[config.mk]
export PLATFORM = sky130hd
export DESIGN_NAME = aluExecute
export DESIGN_NICKNAME = d
export VERILOG_FILES = /design/src/mipsPkg.sv /design/src/aluExecute.sv
export SDC_FILE = /design/constraint.sdc
export NUM_CORES = 1
export LEC_CHECK = 0
export ABC_CLOCK_PERIOD_IN_PS = 16600
export BUFFER_PORTS_ARGS = -buffer_cell sky130_fd_sc_hd__buf_4
export CAP_MARGIN = 20
export CORE_MARGIN = 8
export CORE_UTILIZATION = 50
export DETAILED_ROUTE_END_ITERATION = 8
export GPL_TIMING_DRIVEN = 0
export PLACE_DENSITY_LB_ADDON = 0.3
export SETUP_SLACK_MARGIN = 0.4
export SLEW_MARGIN = 20
export SYNTH_ARGS = -nofsm -noshare
export SYNTH_HDL_FRONTEND = slang
export SYNTH_SLANG_ARGS = --single-unit
[constraint.sdc]
create_clock -name vclk -period 16.6
set_clock_uncertainty 0.15 [all_clocks]
set_input_delay 1.66 -clock vclk [all_inputs]
set_output_delay 1.66 -clock vclk [all_outputs]
set_load 0.02 [all_outputs]
[src/mipsPkg.sv]
package mipsPkg;

    //////////////////////////////////////////////////
    // Widths with a meaning
    //////////////////////////////////////////////////
    typedef logic [31:0] word_t;      // Data, instructions, addresses
    typedef logic [4:0]  regAddr_t;   // Register index
    typedef logic [4:0]  shamt_t;     // Shift amount
    typedef logic [14:0] progAddr_t;  // Bit 14 picks data memory
    typedef logic [23:0] ledVal_t;    // Board LED bank
    typedef logic [3:0]  aluSel_t;

    // ALU operations
    localparam aluSel_t aluAdd  = 4'd0;  // Also the idle default
    localparam aluSel_t aluSub  = 4'd1;
    localparam aluSel_t aluAnd  = 4'd2;
    localparam aluSel_t aluOr   = 4'd3;
    localparam aluSel_t aluXor  = 4'd4;
    localparam aluSel_t aluNor  = 4'd5;
    localparam aluSel_t aluSlt  = 4'd6;
    localparam aluSel_t aluSltu = 4'd7;
    localparam aluSel_t aluLui  = 4'd8;
    localparam aluSel_t aluSll  = 4'd9;
    localparam aluSel_t aluSrl  = 4'd10;
    localparam aluSel_t aluSra  = 4'd11;

    // Decoded control, 16 bits
    typedef struct packed {
        logic    regDst;    // Write rd, not rt
        logic    aluSrc;    // Operand B from immediate
        logic    memToReg;
        logic    regWrite;
        logic    memWrite;
        logic    branch;    // beq
        logic    nBranch;   // bne
        logic    jmp;
        logic    jal;
        logic    jr;
        logic    zeroExt;   // Logical immediates
        logic    shiftVar;  // Shift by rs
        aluSel_t aluSel;
    } ctrlSigs_t;

    //////////////////////////////////////////////////
    // Opcode and function fields
    //////////////////////////////////////////////////
    localparam logic [5:0] opRtype = 6'h00;
    localparam logic [5:0] opJ     = 6'h02;
    localparam logic [5:0] opJal   = 6'h03;
    localparam logic [5:0] opBeq   = 6'h04;
    localparam logic [5:0] opBne   = 6'h05;
    localparam logic [5:0] opAddi  = 6'h08;
    localparam logic [5:0] opAddiu = 6'h09;
    localparam logic [5:0] opSlti  = 6'h0a;
    localparam logic [5:0] opSltiu = 6'h0b;
    localparam logic [5:0] opAndi  = 6'h0c;
    localparam logic [5:0] opOri   = 6'h0d;
    localparam logic [5:0] opXori  = 6'h0e;
    localparam logic [5:0] opLui   = 6'h0f;
    localparam logic [5:0] opLw    = 6'h23;
    localparam logic [5:0] opSw    = 6'h2b;

    localparam logic [5:0] fnSll  = 6'h00;
    localparam logic [5:0] fnSrl  = 6'h02;
    localparam logic [5:0] fnSra  = 6'h03;
    localparam logic [5:0] fnSllv = 6'h04;
    localparam logic [5:0] fnSrlv = 6'h06;
    localparam logic [5:0] fnSrav = 6'h07;
    localparam logic [5:0] fnJr   = 6'h08;
    localparam logic [5:0] fnAdd  = 6'h20;
    localparam logic [5:0] fnAddu = 6'h21;
    localparam logic [5:0] fnSub  = 6'h22;
    localparam logic [5:0] fnSubu = 6'h23;
    localparam logic [5:0] fnAnd  = 6'h24;
    localparam logic [5:0] fnOr   = 6'h25;
    localparam logic [5:0] fnXor  = 6'h26;
    localparam logic [5:0] fnNor  = 6'h27;
    localparam logic [5:0] fnSlt  = 6'h2a;
    localparam logic [5:0] fnSltu = 6'h2b;

    // Memory-mapped I/O
    localparam word_t ledAddr    = 32'hFFFFFC60;
    localparam word_t switchAddr = 32'hFFFFFC70;

endpackage

[src/aluExecute.sv]
module aluExecute (
    input  mipsPkg::word_t     instr,        // shamt field
    input  mipsPkg::ctrlSigs_t ctrl,
    input  mipsPkg::word_t     readData1,
    input  mipsPkg::word_t     readData2,
    input  mipsPkg::word_t     immExt,
    input  mipsPkg::word_t     pcPlus4,
    output mipsPkg::word_t     aluResult,
    output logic               zero,
    output mipsPkg::word_t     branchTarget
);
    import mipsPkg::*;

    word_t  opA;
    word_t  opB;
    word_t  diff;
    shamt_t shiftAmt;
    logic   ltSigned;
    logic   ltUnsigned;

    //////////////////////////////////////////////////
    // Operands
    //////////////////////////////////////////////////
    assign opA = readData1;
    assign opB = ctrl.aluSrc ? immExt : readData2;  // Immediate or rt

    // Shift amount from shamt field or low bits of rs
    assign shiftAmt = ctrl.shiftVar ? readData1[4:0] : instr[10:6];

    // Shared subtractor for sub and the zero flag
    assign diff = opA - opB;
    assign zero = (diff == '0);

    assign ltSigned   = $signed(opA) < $signed(opB);
    assign ltUnsigned = opA < opB;

    //////////////////////////////////////////////////
    // Operation select
    //////////////////////////////////////////////////
    always_comb begin
        case (ctrl.aluSel)
            aluAdd:  aluResult = opA + opB;            // Wraps, never traps
            aluSub:  aluResult = diff;
            aluAnd:  aluResult = opA & opB;
            aluOr:   aluResult = opA | opB;
            aluXor:  aluResult = opA ^ opB;
            aluNor:  aluResult = ~(opA | opB);
            aluSlt:  aluResult = {31'b0, ltSigned};
            aluSltu: aluResult = {31'b0, ltUnsigned};
            aluLui:  aluResult = {opB[15:0], 16'b0};   // Immediate to upper half
            aluSll:  aluResult = readData2 << shiftAmt;
            aluSrl:  aluResult = readData2 >> shiftAmt;
            aluSra:  aluResult = $signed(readData2) >>> shiftAmt;
            default: aluResult = opA + opB;
        endcase
    end

    // Word offset relative to the next instruction
    assign branchTarget = pcPlus4 + {immExt[29:0], 2'b00};

endmodule

==> summary.txt <==
Status
  • Status: finished, final reports clean

Worst hold path
  • Hold Path End: branchTarget[1]
  • Worst hold start: pcPlus4[1]
  • Min-delay worst type: input pin to primary output
  • Hold depth: 2

Placement
  • Dpl hpwl: 46600 um
  • Port buffer count: 197
  • Routability cong.: between 1 and 1.5
  • Dpl ws: 6.48 ns

Die
  • Top Ports: between 200 and 250
  • Std cell rows: 54
  • DIE AREA: between 20000 and 30000 sq um
  • Initial Util: 50.6%
  • Die Height: 164 um
  • Total core area: 21700 sq um
  • Die width: around 160 um

Cells and area
  • FF+latch count: 0
  • Clock buffer count: 0
  • Layout net count: 2155
  • Filler instances: 2154
  • Antenna Cells: 0
  • Leading cell type in the layout, fill and taps excluded: buf_4
  • Area occupied by multi-input gates: 10200 sq um
  • Most frequent cells in the layout: buf_4, a21oi_1, nor2_1, ha_1, mux2i_1
  • Share of layout cells above drive strength 1: 14.4%
  • Area grow syn2layout: 16.8%
  • Reg area: 0 sq um
  • Layout Utilization: 59.1%

Critical path
  • Worst path max stage delay: 0.78 ns
  • Crit Path Class: input pin to primary output
  • Worst path most repeated cell: clkbuf_1
  • CP Launch Type: input pin
  • CP Capture Type: primary output
  • CP Data Required Time: 14.79 ns
  • Arr. time, crit path: 8.67 ns
  • CP max-delay cell: clkbuf_1
  • Critical-path cell list: clkbuf_1, buf_1, clkbuf_1, clkbuf_1, mux2i_1, ha_1, clkbuf_1, o21ai_0, nand2_1, a2111oi_0, nand4_1, a2111oi_0, o2111ai_1, nor4_1, nand4_1, nor4_1, buf_4
  • CP Max Fanout: 10

Routing
  • DRC Markers: 0
  • 1st-iter DRT viols: approximately 1900
  • Via count: approximately 14000
  • Wire per inst: 26.5 um
  • Routed Antenna Nets: 0
  • Post-Route WL: 55900 um
  • Via-to-Cell Ratio: 6.85
  • Pre-antenna DRT Iters: 7

STA
  • Worst slew margin: 13.7%
  • Worst Setup Slack, final: approximately 6 ns
  • Final setup viols: 0
  • Worst slew pin tran: 1.26 ns
  • Setup TNS: 0 ns
  • RSZ-0062 raised after global routing: no
  • Hold Vio Cnt, Final: 0
  • Final worst path period need: 10.48 ns
  • Post-route clock period utilization: ~63%
  • Fmax achieved: 95.4 MHz
  • Max Slew Vio Count: 0
  • WHS: ~3.4 ns

Clock network
  • Post-cts sizing count: 0
  • Hold_buf cts: 0
  • Setup Fix Bufs, Post-CTS: 0

Yosys
  • Synthesized Nets: 1956
  • Top cell type by total area after synthesis: ha_1
  • Top area cells in the synthesized netlist: ha_1, mux2i_1, a21oi_1
  • Synth cell types: 82
  • Synth Area in Adders: 17.2%
  • Largest family of logic cells by synthesized area: compound AO/OA/AOI/OAI gates
  • Post-synthesis simple-gate area fraction: about a fifth
  • Area fraction in compound gates after synthesis: 32.4%
  • Yosys top cell area share: 16.6%
  • Mux contribution to synthesized area: 17.5%
  • Xor and xnor area share after synthesis: under 10%
  • Synth Area per Inst: around 6.7 sq um
  • Synth Cell Area: 11000 sq um
  • Syn. warnings: 0
  • Register area share after synthesis: 0%
  • Post-Synthesis Cells: 1631

Run
  • Max-cap violations: 0

Power and ir drop
  • Lkg Pwr: 5.95 nW
  • PD cells: 52.4 nW/um^2
  • Worst vdd ir: approximately 0.029 mV

GRT
  • First-pass GRT wire length: just over 80000 um
  • Largest net degree at the start of global routing: 11
  • Vias in the first global route: between 10000 and 15000
  • Tot GR Track Use: 39.1%
  • Total gr overflow: 0
  • Initial antenna violation count: 0
## through the flow
step	instance area, sq um	instances	total power, mW
5_1_grt	12800	2108	0.705
3_5_place_dp	12800	2108	0.643
2_1_floorplan	11000	1631	0.410
6_report	12800	2108	0.672
4_1_cts	12800	2108	0.647
3_3_place_gp	12800	2108	0.638
## worst max-delay path: cells and delay by family
family | cells | cell delay, ns
buf+inv | 6 | 2.80
simple gates | 5 | 1.38
mux | 1 | 0.54
compound gates | 4 | 1.93
fa+ha+maj | 1 | 0.34
## power breakdown
part / switching (mW) / total (mW) / internal, mW
Sequential: 0 / 0 / 0
Combinational: 0.425 / 0.672 / 0.247
Clock: 0 / 0 / 0
## layout make-up
type,count,share of cell area (%)
multi-input cells,1418,79.3
inverters,113,3.31
repair buffers,197,11.5
plain buffers,100,3.16
well taps,280,2.73
## routing by layer
metal / vias up / track usage (%) / wire (um)
met5: - / 0 / 0
met4: 0 / 23.0 / 3840
met2: 1141 / 56.6 / 22700
li1: 6382 / - / -
met3: 214 / 10.3 / 7770
met1: 6713 / 51.0 / 21500
## cells in the mapped netlist, types with 9 or more instances
| cell type | number |
|---|---|
| o21bai_1 | 20 |
| o221ai_1 | 9 |
| o211ai_1 | 29 |
| nor3_1 | 33 |
| inv_1 | 106 |
| xor2_1 | 24 |
| nand3_1 | 26 |
| and2_1 | 11 |
| a21o_1 | 23 |
| buf_2 | 15 |
| a211oi_1 | 19 |
| a221oi_1 | 25 |
| or3_1 | 9 |
| nor2b_1 | 18 |
| nand2_1 | 110 |
| xnor2_1 | 51 |
| nand4_1 | 16 |
| a31oi_1 | 16 |
| ha_1 | 146 |
| nand2b_1 | 20 |
| o22ai_1 | 17 |
| mux2i_1 | 135 |
| o2111ai_1 | 10 |
| o21a_1 | 9 |
| mux4_2 | 20 |
| o21ai_0 | 92 |
| nor2_1 | 197 |
| a2111oi_0 | 13 |
| clkbuf_1 | 75 |
| a21oi_1 | 199 |
| o21ai_1 | 12 |
| mux2_2 | 9 |
## worst max-delay path by stage
stage / start / to / cells past startpoint
6_report: ctrl[14] / zero / 17
5_1_grt: ctrl[14] / zero / 17
4_1_cts: ctrl[14] / zero / 17
3_5_place_dp: ctrl[14] / zero / 17
3_3_place_gp: ctrl[14] / zero / 17
2_1_floorplan: ctrl[14] / zero / 16
## kinds of logic (layout without fill, tap and decap cells)
kind of cell,count (synthesis),in the layout
AOI/OAI and AO/OA,558,558
xor gates and xnor gates,75,75
adders and majority gates,149,149
buffers and inverters,213,410
muxes,165,165
and+or+nand+nor,471,471
(Power assumes the default switching activity.)
