## src/mipsPkg.sv

```systemverilog
package mipsPkg;

    //////////////////////////////////////////////////
    // Widths with a meaning
    //////////////////////////////////////////////////
    typedef logic [31:0] word_t;      // Data, instructions, addresses
    typedef logic [4:0]  regAddr_t;   // Register index
    typedef logic [4:0]  shamt_t;     // Shift amount
    typedef logic [14:0] progAddr_t;  // Bit 14 picks data memory
    typedef logic [23:0] ledVal_t;    // Board LED bank
    typedef logic [3:0]  aluSel_t;

    // ALU operations
    localparam aluSel_t aluAdd  = 4'd0;  // Also the idle default
    localparam aluSel_t aluSub  = 4'd1;
    localparam aluSel_t aluAnd  = 4'd2;
    localparam aluSel_t aluOr   = 4'd3;
    localparam aluSel_t aluXor  = 4'd4;
    localparam aluSel_t aluNor  = 4'd5;
    localparam aluSel_t aluSlt  = 4'd6;
    localparam aluSel_t aluSltu = 4'd7;
    localparam aluSel_t aluLui  = 4'd8;
    localparam aluSel_t aluSll  = 4'd9;
    localparam aluSel_t aluSrl  = 4'd10;
    localparam aluSel_t aluSra  = 4'd11;

    // Decoded control, 16 bits
    typedef struct packed {
        logic    regDst;    // Write rd, not rt
        logic    aluSrc;    // Operand B from immediate
        logic    memToReg;
        logic    regWrite;
        logic    memWrite;
        logic    branch;    // beq
        logic    nBranch;   // bne
        logic    jmp;
        logic    jal;
        logic    jr;
        logic    zeroExt;   // Logical immediates
        logic    shiftVar;  // Shift by rs
        aluSel_t aluSel;
    } ctrlSigs_t;

    //////////////////////////////////////////////////
    // Opcode and function fields
    //////////////////////////////////////////////////
    localparam logic [5:0] opRtype = 6'h00;
    localparam logic [5:0] opJ     = 6'h02;
    localparam logic [5:0] opJal   = 6'h03;
    localparam logic [5:0] opBeq   = 6'h04;
    localparam logic [5:0] opBne   = 6'h05;
    localparam logic [5:0] opAddi  = 6'h08;
    localparam logic [5:0] opAddiu = 6'h09;
    localparam logic [5:0] opSlti  = 6'h0a;
    localparam logic [5:0] opSltiu = 6'h0b;
    localparam logic [5:0] opAndi  = 6'h0c;
    localparam logic [5:0] opOri   = 6'h0d;
    localparam logic [5:0] opXori  = 6'h0e;
    localparam logic [5:0] opLui   = 6'h0f;
    localparam logic [5:0] opLw    = 6'h23;
    localparam logic [5:0] opSw    = 6'h2b;

    localparam logic [5:0] fnSll  = 6'h00;
    localparam logic [5:0] fnSrl  = 6'h02;
    localparam logic [5:0] fnSra  = 6'h03;
    localparam logic [5:0] fnSllv = 6'h04;
    localparam logic [5:0] fnSrlv = 6'h06;
    localparam logic [5:0] fnSrav = 6'h07;
    localparam logic [5:0] fnJr   = 6'h08;
    localparam logic [5:0] fnAdd  = 6'h20;
    localparam logic [5:0] fnAddu = 6'h21;
    localparam logic [5:0] fnSub  = 6'h22;
    localparam logic [5:0] fnSubu = 6'h23;
    localparam logic [5:0] fnAnd  = 6'h24;
    localparam logic [5:0] fnOr   = 6'h25;
    localparam logic [5:0] fnXor  = 6'h26;
    localparam logic [5:0] fnNor  = 6'h27;
    localparam logic [5:0] fnSlt  = 6'h2a;
    localparam logic [5:0] fnSltu = 6'h2b;

    // Memory-mapped I/O
    localparam word_t ledAddr    = 32'hFFFFFC60;
    localparam word_t switchAddr = 32'hFFFFFC70;

endpackage

```

## src/controlUnit.sv

```systemverilog
module controlUnit (
    input  mipsPkg::word_t     instr,
    output mipsPkg::ctrlSigs_t ctrl
);
    import mipsPkg::*;

    logic [5:0] opcode;
    logic [5:0] funct;

    assign opcode = instr[31:26];
    assign funct  = instr[5:0];

    always_comb begin
        ctrl = '0;                               // Idle struct, add with no side effects
        case (opcode)
            opRtype: begin
                ctrl.regDst   = 1'b1;
                ctrl.regWrite = 1'b1;
                case (funct)
                    fnAdd, fnAddu: ctrl.aluSel = aluAdd;  // No overflow trap
                    fnSub, fnSubu: ctrl.aluSel = aluSub;
                    fnAnd:         ctrl.aluSel = aluAnd;
                    fnOr:          ctrl.aluSel = aluOr;
                    fnXor:         ctrl.aluSel = aluXor;
                    fnNor:         ctrl.aluSel = aluNor;
                    fnSlt:         ctrl.aluSel = aluSlt;
                    fnSltu:        ctrl.aluSel = aluSltu;
                    fnSll:         ctrl.aluSel = aluSll;
                    fnSrl:         ctrl.aluSel = aluSrl;
                    fnSra:         ctrl.aluSel = aluSra;
                    fnSllv, fnSrlv, fnSrav: begin
                        ctrl.shiftVar = 1'b1;          // Amount from rs
                        ctrl.aluSel   = (funct == fnSllv) ? aluSll :
                                        (funct == fnSrlv) ? aluSrl : aluSra;
                    end
                    fnJr: begin
                        ctrl.regWrite = 1'b0;
                        ctrl.jr       = 1'b1;
                    end
                    default: ctrl.regWrite = 1'b0;   // Unknown function
                endcase
            end
            opBeq: begin
                ctrl.branch = 1'b1;
                ctrl.aluSel = aluSub;                // Compare by subtraction
            end
            opBne: begin
                ctrl.nBranch = 1'b1;
                ctrl.aluSel  = aluSub;
            end
            opJ:   ctrl.jmp = 1'b1;
            opJal: begin
                ctrl.jal      = 1'b1;
                ctrl.regWrite = 1'b1;                // Link into $31
            end
            opLw: begin
                ctrl.aluSrc   = 1'b1;
                ctrl.memToReg = 1'b1;
                ctrl.regWrite = 1'b1;
            end
            opSw: begin
                ctrl.aluSrc   = 1'b1;
                ctrl.memWrite = 1'b1;
            end
            opAddi, opAddiu, opSlti, opSltiu, opAndi, opOri, opXori, opLui: begin
                ctrl.aluSrc   = 1'b1;
                ctrl.regWrite = 1'b1;
                ctrl.zeroExt  = (opcode == opAndi) || (opcode == opOri) || (opcode == opXori);
                case (opcode)
                    opSlti:  ctrl.aluSel = aluSlt;
                    opSltiu: ctrl.aluSel = aluSltu;  // Sign-extended, unsigned compare
                    opAndi:  ctrl.aluSel = aluAnd;
                    opOri:   ctrl.aluSel = aluOr;
                    opXori:  ctrl.aluSel = aluXor;
                    opLui:   ctrl.aluSel = aluLui;
                    default: ctrl.aluSel = aluAdd;   // addi, addiu
                endcase
            end
            default: ctrl = '0;                      // Unknown opcode
        endcase
    end

endmodule

```

## config.mk

```make
export PLATFORM = sky130hd
export DESIGN_NAME = controlUnit
export DESIGN_NICKNAME = d
export VERILOG_FILES = /design/src/mipsPkg.sv /design/src/controlUnit.sv
export SDC_FILE = /design/constraint.sdc
export NUM_CORES = 1
export LEC_CHECK = 0
export BUFFER_PORTS_ARGS = -buffer_cell sky130_fd_sc_hd__buf_2
export CORE_AREA = 2 2 39 41
export DETAILED_ROUTE_END_ITERATION = 8
export DIE_AREA = 0 0 41 43
export PLACE_DENSITY_LB_ADDON = 0.15
export SYNTH_ARGS = -nofsm -noshare
export SYNTH_HDL_FRONTEND = slang
export SYNTH_SLANG_ARGS = --single-unit
export TNS_END_PERCENT = 100
```

## constraint.sdc

```tcl
create_clock -name vclk -period 1.64
set_input_delay 0.246 -clock vclk [all_inputs]
set_output_delay 0.246 -clock vclk [all_outputs]
set_load 0.02 [all_outputs]
```

==> results of run 1 <==
==> metrics by stage <==
step                std cells  instance area (um^2)  total power, uW  setup TNS (ps)  hold WS (ps)
floorplan                  61                   434             71.4           -1310           527
global placement          116                   677              131           -2530           868
detailed placement        116                   677              132           -2590           867
CTS                       116                   728              140           -2390           849
global route              116                   732              155           -2570           869
finish                    116                   732              140           -2280           847
==> worst max-delay path: cells and delay by family <==
family	cells	cell delay, ps
compound gates	1	160
simple gates	3	1130
buf+inv	2	230
==> worst min-delay path by stage <==
stage	from	slack [ps]	endpoint	cells past startpoint
floorplan	instr[2]	530	ctrl[6]	1
global placement	instr[2]	870	ctrl[6]	3
finish	instr[2]	850	ctrl[6]	3
detailed placement	instr[2]	870	ctrl[6]	3
global route	instr[2]	870	ctrl[6]	3
CTS	instr[2]	850	ctrl[6]	3
==> power by group through the flow <==
stage / logic, uW / clock network (uW) / registers (uW)
finish: 140 / 0 / 0
global route: 155 / 0 / 0
CTS: 140 / 0 / 0
detailed placement: 132 / 0 / 0
global placement: 131 / 0 / 0
floorplan: 71.4 / 0 / 0
==> cell type report <==
class | instances | share of cell area, %
well taps | 16 | 2.74
inverters | 3 | 1.54
multi-input cells | 54 | 54.9
repair buffers | 43 | 40.9
==> repair_timing <==
item	CTS	global route
pin swaps	1	4
gates resized for setup	14	1
buffers inserted	0	0
setup endpoints to repair	7	7
==> cell usage in the layout, fill, tap and decap left out, drive strengths merged <==
master and count:
a21oi 4, a22oi 1, a311oi 1, and2b 2
and3 1, and3b 1, buf 43, inv 3
nand2 6, nand2b 2, nand3 3, nand4b 1
nor2 4, nor3 4, nor3b 2, nor4 1
nor4b 2, o21a 1, o21ai 6, o22ai 1
o31ai 3, o32ai 1, or2 2, or3 2
or4 2, xor2 1
==> metal layers <==
layer	part of all wire [%]	routed length (um)
met3	5.8	70
met1	48	586
met4	0	0
met2	46	554
met5	0	0
==> cells by family (layout without fill, tap and decap cells) <==
| kind of cell | Yosys count | in the layout | synth area share, % |
|---|---|---|---|
| AOI/OAI and AO/OA | 18 | 18 | 28.7 |
| xor gates and xnor gates | 1 | 1 | 2.26 |
| buffers and inverters | 7 | 46 | 10.6 |
| and+or+nand+nor | 35 | 35 | 58.4 |
==> reports/results.tsv, run 1 <==
stage	metric	value	unit
floorplan	DIE AREA	1760	um^2
outcome	status	complete, but fails checks	
yosys	Yosys top cell by area	o21ai_0	
sta	setup ws final	-365	ps
layout	FFs & Latches	0	
power_and_ir_drop	Flop pwr share	0	%
global_route	met1 Use GR	22.4	%
detailed_routing	total routed wirelength	1.21	mm
sta	Fmax	0.499	GHz
outcome	failing checks	setup timing	
setup_path	critical path class	in -> out	
global_route	grt met2 use	23.8	%
yosys	synth top area cells	o21ai_0 (6.5%), nand2_1 (5.8%), o31ai_1 (5.8%)	
setup_path	slowest CP cell	or4_4	
yosys	synth cell count leaders	nand2_1 (6), o21ai_0 (5), a21oi_1 (4), nor2_1 (4)	
job	# Max-Cap Violations	0	
floorplan	# rows	14	
setup_path	Max FO, Critical Path	5	
layout	Fillers	139	
global_route	met3 GRT Util	0.524	%
floorplan	core region area	1380	um^2
global_route	grt total ovfl	0	
layout	layout cells sized above 1	56.0	%
floorplan	die width	41	um
detailed_routing	drt initial violations	4	
layout	Multi-input gate area	402	um^2
layout	clk_buf instances	0	
setup_path	most frequent cell on the critical path	buf_6	
global_route	global-route wire length before repair	1.97	mm
sta	RSZ-0062 raised after global routing	true	
place	# port buffers	28	
detailed_routing	TritonRoute pass-1 iters	4	
clock_tree	cts hold-fix bufs	0	
global_route	largest net degree at the start of global routing	10	
detailed_routing	drc violations	0	
yosys	cell with the most instances after synthesis	nand2_1	
setup_path	Worst Setup SP	instr[31]	
yosys	synthesized area per cell	6.36	um^2
global_route	initial antenna violation count	0	
yosys	post-synth net total	93	
detailed_routing	wire per inst	10.4	um
sta	Final period util	122	%
global_route	Total GRT Usage	14.7	%
setup_path	crit path to	ctrl[12]	
yosys	post-synth top area share	6.45	%
setup_path	critical path capture point type	output port	
layout	Final nets	134	
yosys	Post-Syn Area	388	um^2
sta	Slew headroom	76.2	%
sta	Final Slew Violations	0	
detailed_routing	vias per inst	5.04	
setup_path	CP Data Required Time	1390	ps
power_and_ir_drop	switching pwr	73.3	uW
yosys	Synth cell types	34	
place	post-DP HPWL	1.02	mm
place	Final Wtd Congestion	0.782	
sta	Final Hold Fails	0	
power_and_ir_drop	Leakage Power	0.000345	uW
setup_path	crit path launch type	input port	
setup_path	Worst EP arrival	1760	ps
place	pre-CTS setup slack	-399	ps
yosys	Synth Warn #	0	
floorplan	Die H	43	um
hold_path	worst hold path type	in -> out	
layout	post-layout util	52.9	%
layout	Sequential Area	0	um^2
power_and_ir_drop	Pwr per Cell Area	191	nW/um^2
detailed_routing	detailed-route via count	585	
yosys	number of cells produced by synthesis	61	
global_route	vias in the first global route	496	
yosys	sequential area share after synthesis	0	%
sta	crit path time final	2000	ps
detailed_routing	Detail Route Antenna Nets	0	
global_route	grt peak-use layer	met2	
power_and_ir_drop	Logic pwr share	100.0	%
sta	final setup fails	7	
setup_path	CP max stage delay	430	ps
floorplan	Ports	48	
power_and_ir_drop	Clock Power Share	0	%
floorplan	Initial Util	28.0	%
layout	diodes inserted	0	
layout	Area Overhead vs Synth	88.7	%
power_and_ir_drop	P_int	66.6	uW
sta	worst-margin pin slew	356	ps
power_and_ir_drop	VDD IR-drop max	0.0738	mV
setup_path	cells along the critical path	buf_6, or3_4, or4_4, or2_4, o22ai_4, buf_6	
power_and_ir_drop	sw frac	52.4	%
Note: power is estimated with default switching activity, not from simulation.
==> run 2, diff against run 1 <==
--- a/config.mk
+++ b/config.mk
@@ -9,6 +9,7 @@
 export CORE_AREA = 2 2 39 41
 export DETAILED_ROUTE_END_ITERATION = 8
 export DIE_AREA = 0 0 41 43
+export MAX_ROUTING_LAYER = met4
 export PLACE_DENSITY_LB_ADDON = 0.15
 export SYNTH_ARGS = -nofsm -noshare
 export SYNTH_HDL_FRONTEND = slang
==> run 2 against run 1 <==
- the run still ends with setup timing left
- largest power group unchanged
- sequential share of layout area did not move
- power did not move
- clock-buffer cell count did not move
- utilization did not move
- routed wire length barely moved
- cell count did not move
- fmax did not move
==> reports/results.tsv, run 2 (synthesis gave the netlist of run 1 again) <==
stage	metric	value	unit	change
outcome	status	complete, but fails checks		unchanged
outcome	failing checks	setup timing		unchanged
global_route	grt total ovfl	0		unchanged
hold_path	worst hold path type	in -> out		unchanged
floorplan	# rows	14		unchanged
sta	Slew headroom	76.2	%	unchanged
floorplan	DIE AREA	1760	um^2	unchanged
setup_path	Worst EP arrival	1760	ps	about the same
layout	Area Overhead vs Synth	88.7	%	unchanged
place	# port buffers	28		unchanged
global_route	initial antenna violation count	0		unchanged
floorplan	Ports	48		unchanged
floorplan	die width	41	um	unchanged
place	DP Cell Count	116		unchanged
job	# Max-Cap Violations	0		unchanged
detailed_routing	wire per inst	10.4	um	about the same
sta	Final Slew Violations	0		unchanged
power_and_ir_drop	VDD IR-drop max	0.0738	mV	unchanged
power_and_ir_drop	Leakage Power	0.000345	uW	unchanged
sta	Fmax	0.499	GHz	unchanged
floorplan	core region area	1380	um^2	unchanged
sta	crit path time final	2000	ps	about the same
power_and_ir_drop	Pwr per Cell Area	191	nW/um^2	unchanged
detailed_routing	drt initial violations	4		unchanged
clock_tree	cts hold-fix bufs	0		unchanged
setup_path	critical path class	in -> out		unchanged
global_route	Total GRT Usage	15.1	%	was 14.7%
layout	Non-Filler Instances	116		unchanged
floorplan	Die H	43	um	unchanged
layout	clk_buf instances	0		unchanged
detailed_routing	TritonRoute pass-1 iters	4		unchanged
sta	final setup fails	7		unchanged
sta	setup ws final	-365	ps	about the same
layout	commonest cells after routing, fill and taps aside	buf_2 (20), buf_4 (16), buf_6 (7), nand2_1 (6)		unchanged
place	post-DP HPWL	1.02	mm	unchanged
floorplan	Initial Util	28.0	%	unchanged
setup_path	critical path capture point type	output port		unchanged
layout	FFs & Latches	0		unchanged
global_route	vias in the first global route	496		unchanged
layout	post-layout util	52.9	%	unchanged
layout	Fillers	139		unchanged
detailed_routing	vias per inst	5.04		unchanged
clock_tree	Setup Fix Bufs, Post-CTS	0		unchanged
global_route	global-route wire length before repair	1.97	mm	unchanged
sta	RSZ-0062 raised after global routing	true		unchanged
sta	worst-margin pin slew	356	ps	unchanged
detailed_routing	detailed-route via count	585		unchanged
place	Final Wtd Congestion	0.793		was 0.782
detailed_routing	Detail Route Antenna Nets	0		unchanged
sta	Final Hold Fails	0		unchanged
layout	Sequential Area	0	um^2	unchanged
global_route	largest net degree at the start of global routing	10		unchanged
setup_path	CP Data Required Time	1390	ps	about the same
setup_path	crit path launch type	input port		unchanged
detailed_routing	total routed wirelength	1.21	mm	about the same
layout	Final nets	134		unchanged
sta	Final period util	122	%	about the same
layout	commonest non-fill, non-tap cell in the layout	buf_2		unchanged
layout	diodes inserted	0		unchanged
setup_path	Max FO, Critical Path	5		unchanged
detailed_routing	drc violations	0		unchanged
layout	layout cells sized above 1	56.0	%	unchanged
run 2: report_power, final:
part	switching, uW	internal, uW	total, uW
clock network	0	0	0
logic	73.3	66.6	140
registers	0	0	0
run 2: timing repair:
item                       in CTS  in global routing
setup endpoints to repair       7                  7
resized for setup              14                  1
pin swaps                       1                  4
run 2: critical path: stages:
cell,delay [ps]
buf_6,90
or3_4,380
or4_4,430
or2_4,320
o22ai_4,160
buf_6,140
run 2: path summary, 6_finish.rpt:
path / startpoint / to / slack [ps] / cells after the start
worst max-delay path: instr[31] / ctrl[12] / -360 / 6
worst min-delay path: instr[2] / ctrl[6] / 850 / 3
run 2: per-stage QoR:
step | setup TNS [ps] | setup WS [ps] | hold slack [ps] | instance area (um^2) | total power [uW]
after global routing | -2570 | -399 | 869 | 732 | 155
final | -2280 | -365 | 847 | 732 | 140
after CTS | -2390 | -369 | 849 | 728 | 140
after global placement | -2530 | -386 | 868 | 677 | 131
after detailed placement | -2590 | -399 | 867 | 677 | 132
after floorplan | -1310 | -236 | 527 | 434 | 71.4
run 2: layout make-up:
class / instances / area (um^2) / share of cell area (%)
Multi-Input combinational cell: 54 / 402 / 54.9
Inverter: 3 / 11.3 / 1.54
Tap cell: 16 / 20.0 / 2.74
Timing Repair Buffer: 43 / 299 / 40.9
run 2: metal layers:
layer,vias up,track usage (%),wire (um)
met5,-,-,0
met4,0,0,0
met2,17,23.8,554
met3,0,0,69
li1,307,-,-
met1,261,22.7,586
==> run 3, diff against run 2 <==
--- a/config.mk
+++ b/config.mk
@@ -5,10 +5,10 @@
 export SDC_FILE = /design/constraint.sdc
 export NUM_CORES = 1
 export LEC_CHECK = 0
-export BUFFER_PORTS_ARGS = -buffer_cell sky130_fd_sc_hd__buf_2
 export CORE_AREA = 2 2 39 41
 export DETAILED_ROUTE_END_ITERATION = 8
 export DIE_AREA = 0 0 41 43
+export DONT_BUFFER_PORTS = 1
 export MAX_ROUTING_LAYER = met4
 export PLACE_DENSITY_LB_ADDON = 0.15
 export SYNTH_ARGS = -nofsm -noshare
==> run 3 against run 2 <==
- power fell by 50%
- cell count fell by 29%
- utilization fell by 16 points
- fmax rose by 7.1%
- sequential share of layout area did not move
- routed wire length fell by 10%
- the run still ends with setup timing left
- setup slack improved by 130 ps
- highest routed layer unchanged
==> reports/results.tsv, run 3 (synthesis gave the netlist of run 1 again) <==
stage	metric	value	unit	change
floorplan	core region area	1380	um^2	unchanged
setup_path	CP max stage delay	430	ps	about the same
floorplan	DIE AREA	1760	um^2	unchanged
sta	Final Hold Fails	0		unchanged
sta	Fmax	0.534	GHz	was 0.499 GHz
layout	clk_buf instances	0		unchanged
setup_path	CP delay by family, top	simple AND/OR/NAND/NOR gates		unchanged
global_route	initial antenna violation count	0		unchanged
global_route	vias in the first global route	385		was 496
outcome	failing checks	setup timing		unchanged
sta	Final period util	114	%	was 122%
detailed_routing	wire per inst	13.3	um	was 10.4 um
detailed_routing	TritonRoute pass-1 iters	4		unchanged
hold_path	worst hold path type	in -> out		unchanged
floorplan	Ports	48		unchanged
place	Final Wtd Congestion	0.692		was 0.793
layout	layout cells sized above 1	33.3	%	was 56.0%
setup_path	cells along the critical path	or3_4, or4_4, or2_4, nor3_4		was buf_6, or3_4, or4_4, or2_4, o22ai_4, buf_6
place	post-DP HPWL	868	um	was 1.02 mm
floorplan	die width	41	um	unchanged
layout	diodes inserted	0		unchanged
sta	Fin Setup TNS	-1430	ps	was -2280 ps
power_and_ir_drop	Pwr per Cell Area	136	nW/um^2	was 191 nW/um^2
detailed_routing	total routed wirelength	1.09	mm	was 1.21 mm
layout	Final nets	100		was 134
sta	Final Slew Violations	0		unchanged
setup_path	critical path capture point type	output port		unchanged
sta	Hold Slack	528	ps	was 847 ps
sta	final setup fails	7		unchanged
setup_path	CP Data Required Time	1390	ps	about the same
sta	worst-margin pin slew	476	ps	was 356 ps
detailed_routing	Detail Route Antenna Nets	0		unchanged
clock_tree	cts hold-fix bufs	0		unchanged
setup_path	slowest CP cell	or4_4		unchanged
detailed_routing	drc violations	0		unchanged
power_and_ir_drop	Tot Pwr	69.8	uW	was 140 uW
power_and_ir_drop	VDD IR-drop max	0.0479	mV	was 0.0738 mV
global_route	Total GRT Usage	12.5	%	was 15.1%
global_route	largest net degree at the start of global routing	12		was 10
power_and_ir_drop	Leakage Power	0.000182	uW	was 0.000345 uW
layout	Area Overhead vs Synth	31.9	%	was 88.7%
global_route	grt total ovfl	0		unchanged
floorplan	Die H	43	um	unchanged
place	pre-CTS setup slack	-234	ps	was -399 ps
floorplan	# rows	14		unchanged
sta	RSZ-0062 raised after global routing	true		unchanged
job	# Max-Cap Violations	0		unchanged
detailed_routing	drt initial violations	5		was 4
clock_tree	Setup Fix Bufs, Post-CTS	0		unchanged
setup_path	Worst EP arrival	1630	ps	was 1760 ps
layout	Fillers	145		was 139
setup_path	number of buffers and inverters on the critical path	0		was 2
setup_path	critical path class	in -> out		unchanged
setup_path	crit path launch type	input port		unchanged
layout	Sequential Area	0	um^2	unchanged
sta	Slew headroom	68.0	%	was 76.2%
layout	commonest cells after routing, fill and taps aside	buf_4 (8), nand2_1 (6), nor2_1 (4), a21oi_1 (4), o21ai_0 (4)		was buf_2 (20), buf_4 (16), buf_6 (7), nand2_1 (6)
global_route	global-route wire length before repair	1.64	mm	was 1.97 mm
outcome	status	complete, but fails checks		unchanged
sta	crit path time final	1870	ps	was 2000 ps
sta	setup ws final	-231	ps	was -365 ps
detailed_routing	vias per inst	5.87		was 5.04
place	# port buffers	0		was 28
layout	commonest non-fill, non-tap cell in the layout	buf_4		was buf_2
detailed_routing	detailed-route via count	481		was 585
layout	FFs & Latches	0		unchanged
setup_path	Max FO, Critical Path	6		was 5
floorplan	Initial Util	28.0	%	unchanged
==> run 3: cell types whose count changed in the layout (fill, tap and decap cells not counted), sizes merged <==
cell and change:
buf -34
==> run 3: stage by stage <==
stage	std cells	util (%)	cell area [um^2]
floorplan	61	-	434
global placement	82	35.5	492
detailed placement	82	35.5	492
CTS	82	36.4	504
global route	82	37.0	512
finish	82	37.0	512
==> run 3: path summary, 6_finish.rpt <==
kind              cells past startpoint  slack [ps]       from  endpoint
hold / removal                        1         530   instr[2]   ctrl[6]
setup / recovery                      4        -230  instr[31]   ctrl[6]
==> run 3: area by class of cell <==
type	instances	area [um^2]	area share [%]
timing repair buffer	9	71.3	13.9
multi-input combinational	54	409	80.0
inverter	3	11.3	2.20
tap	16	20.0	3.91
==> run 3: report_power, final <==
group / switching, uW / internal [uW]
Combinational: 38.3 / 31.5
Clock: 0 / 0
Sequential: 0 / 0
==> run 3: metal layers <==
layer / global-route usage (%) / up-vias / share of wire (%)
met3: 3.14 / 0 / 11
met2: 17.8 / 26 / 44
met4: 0 / 0 / 0
met1: 18.8 / 213 / 44
met5: - / - / 0
li1: - / 242 / -
==> run 3: timing repair <==
item                                    CTS  global route
pin swaps                                 0             1
gates cloned                              0             0
gates resized for setup                   2             1
endpoints found under the setup margin    7             7
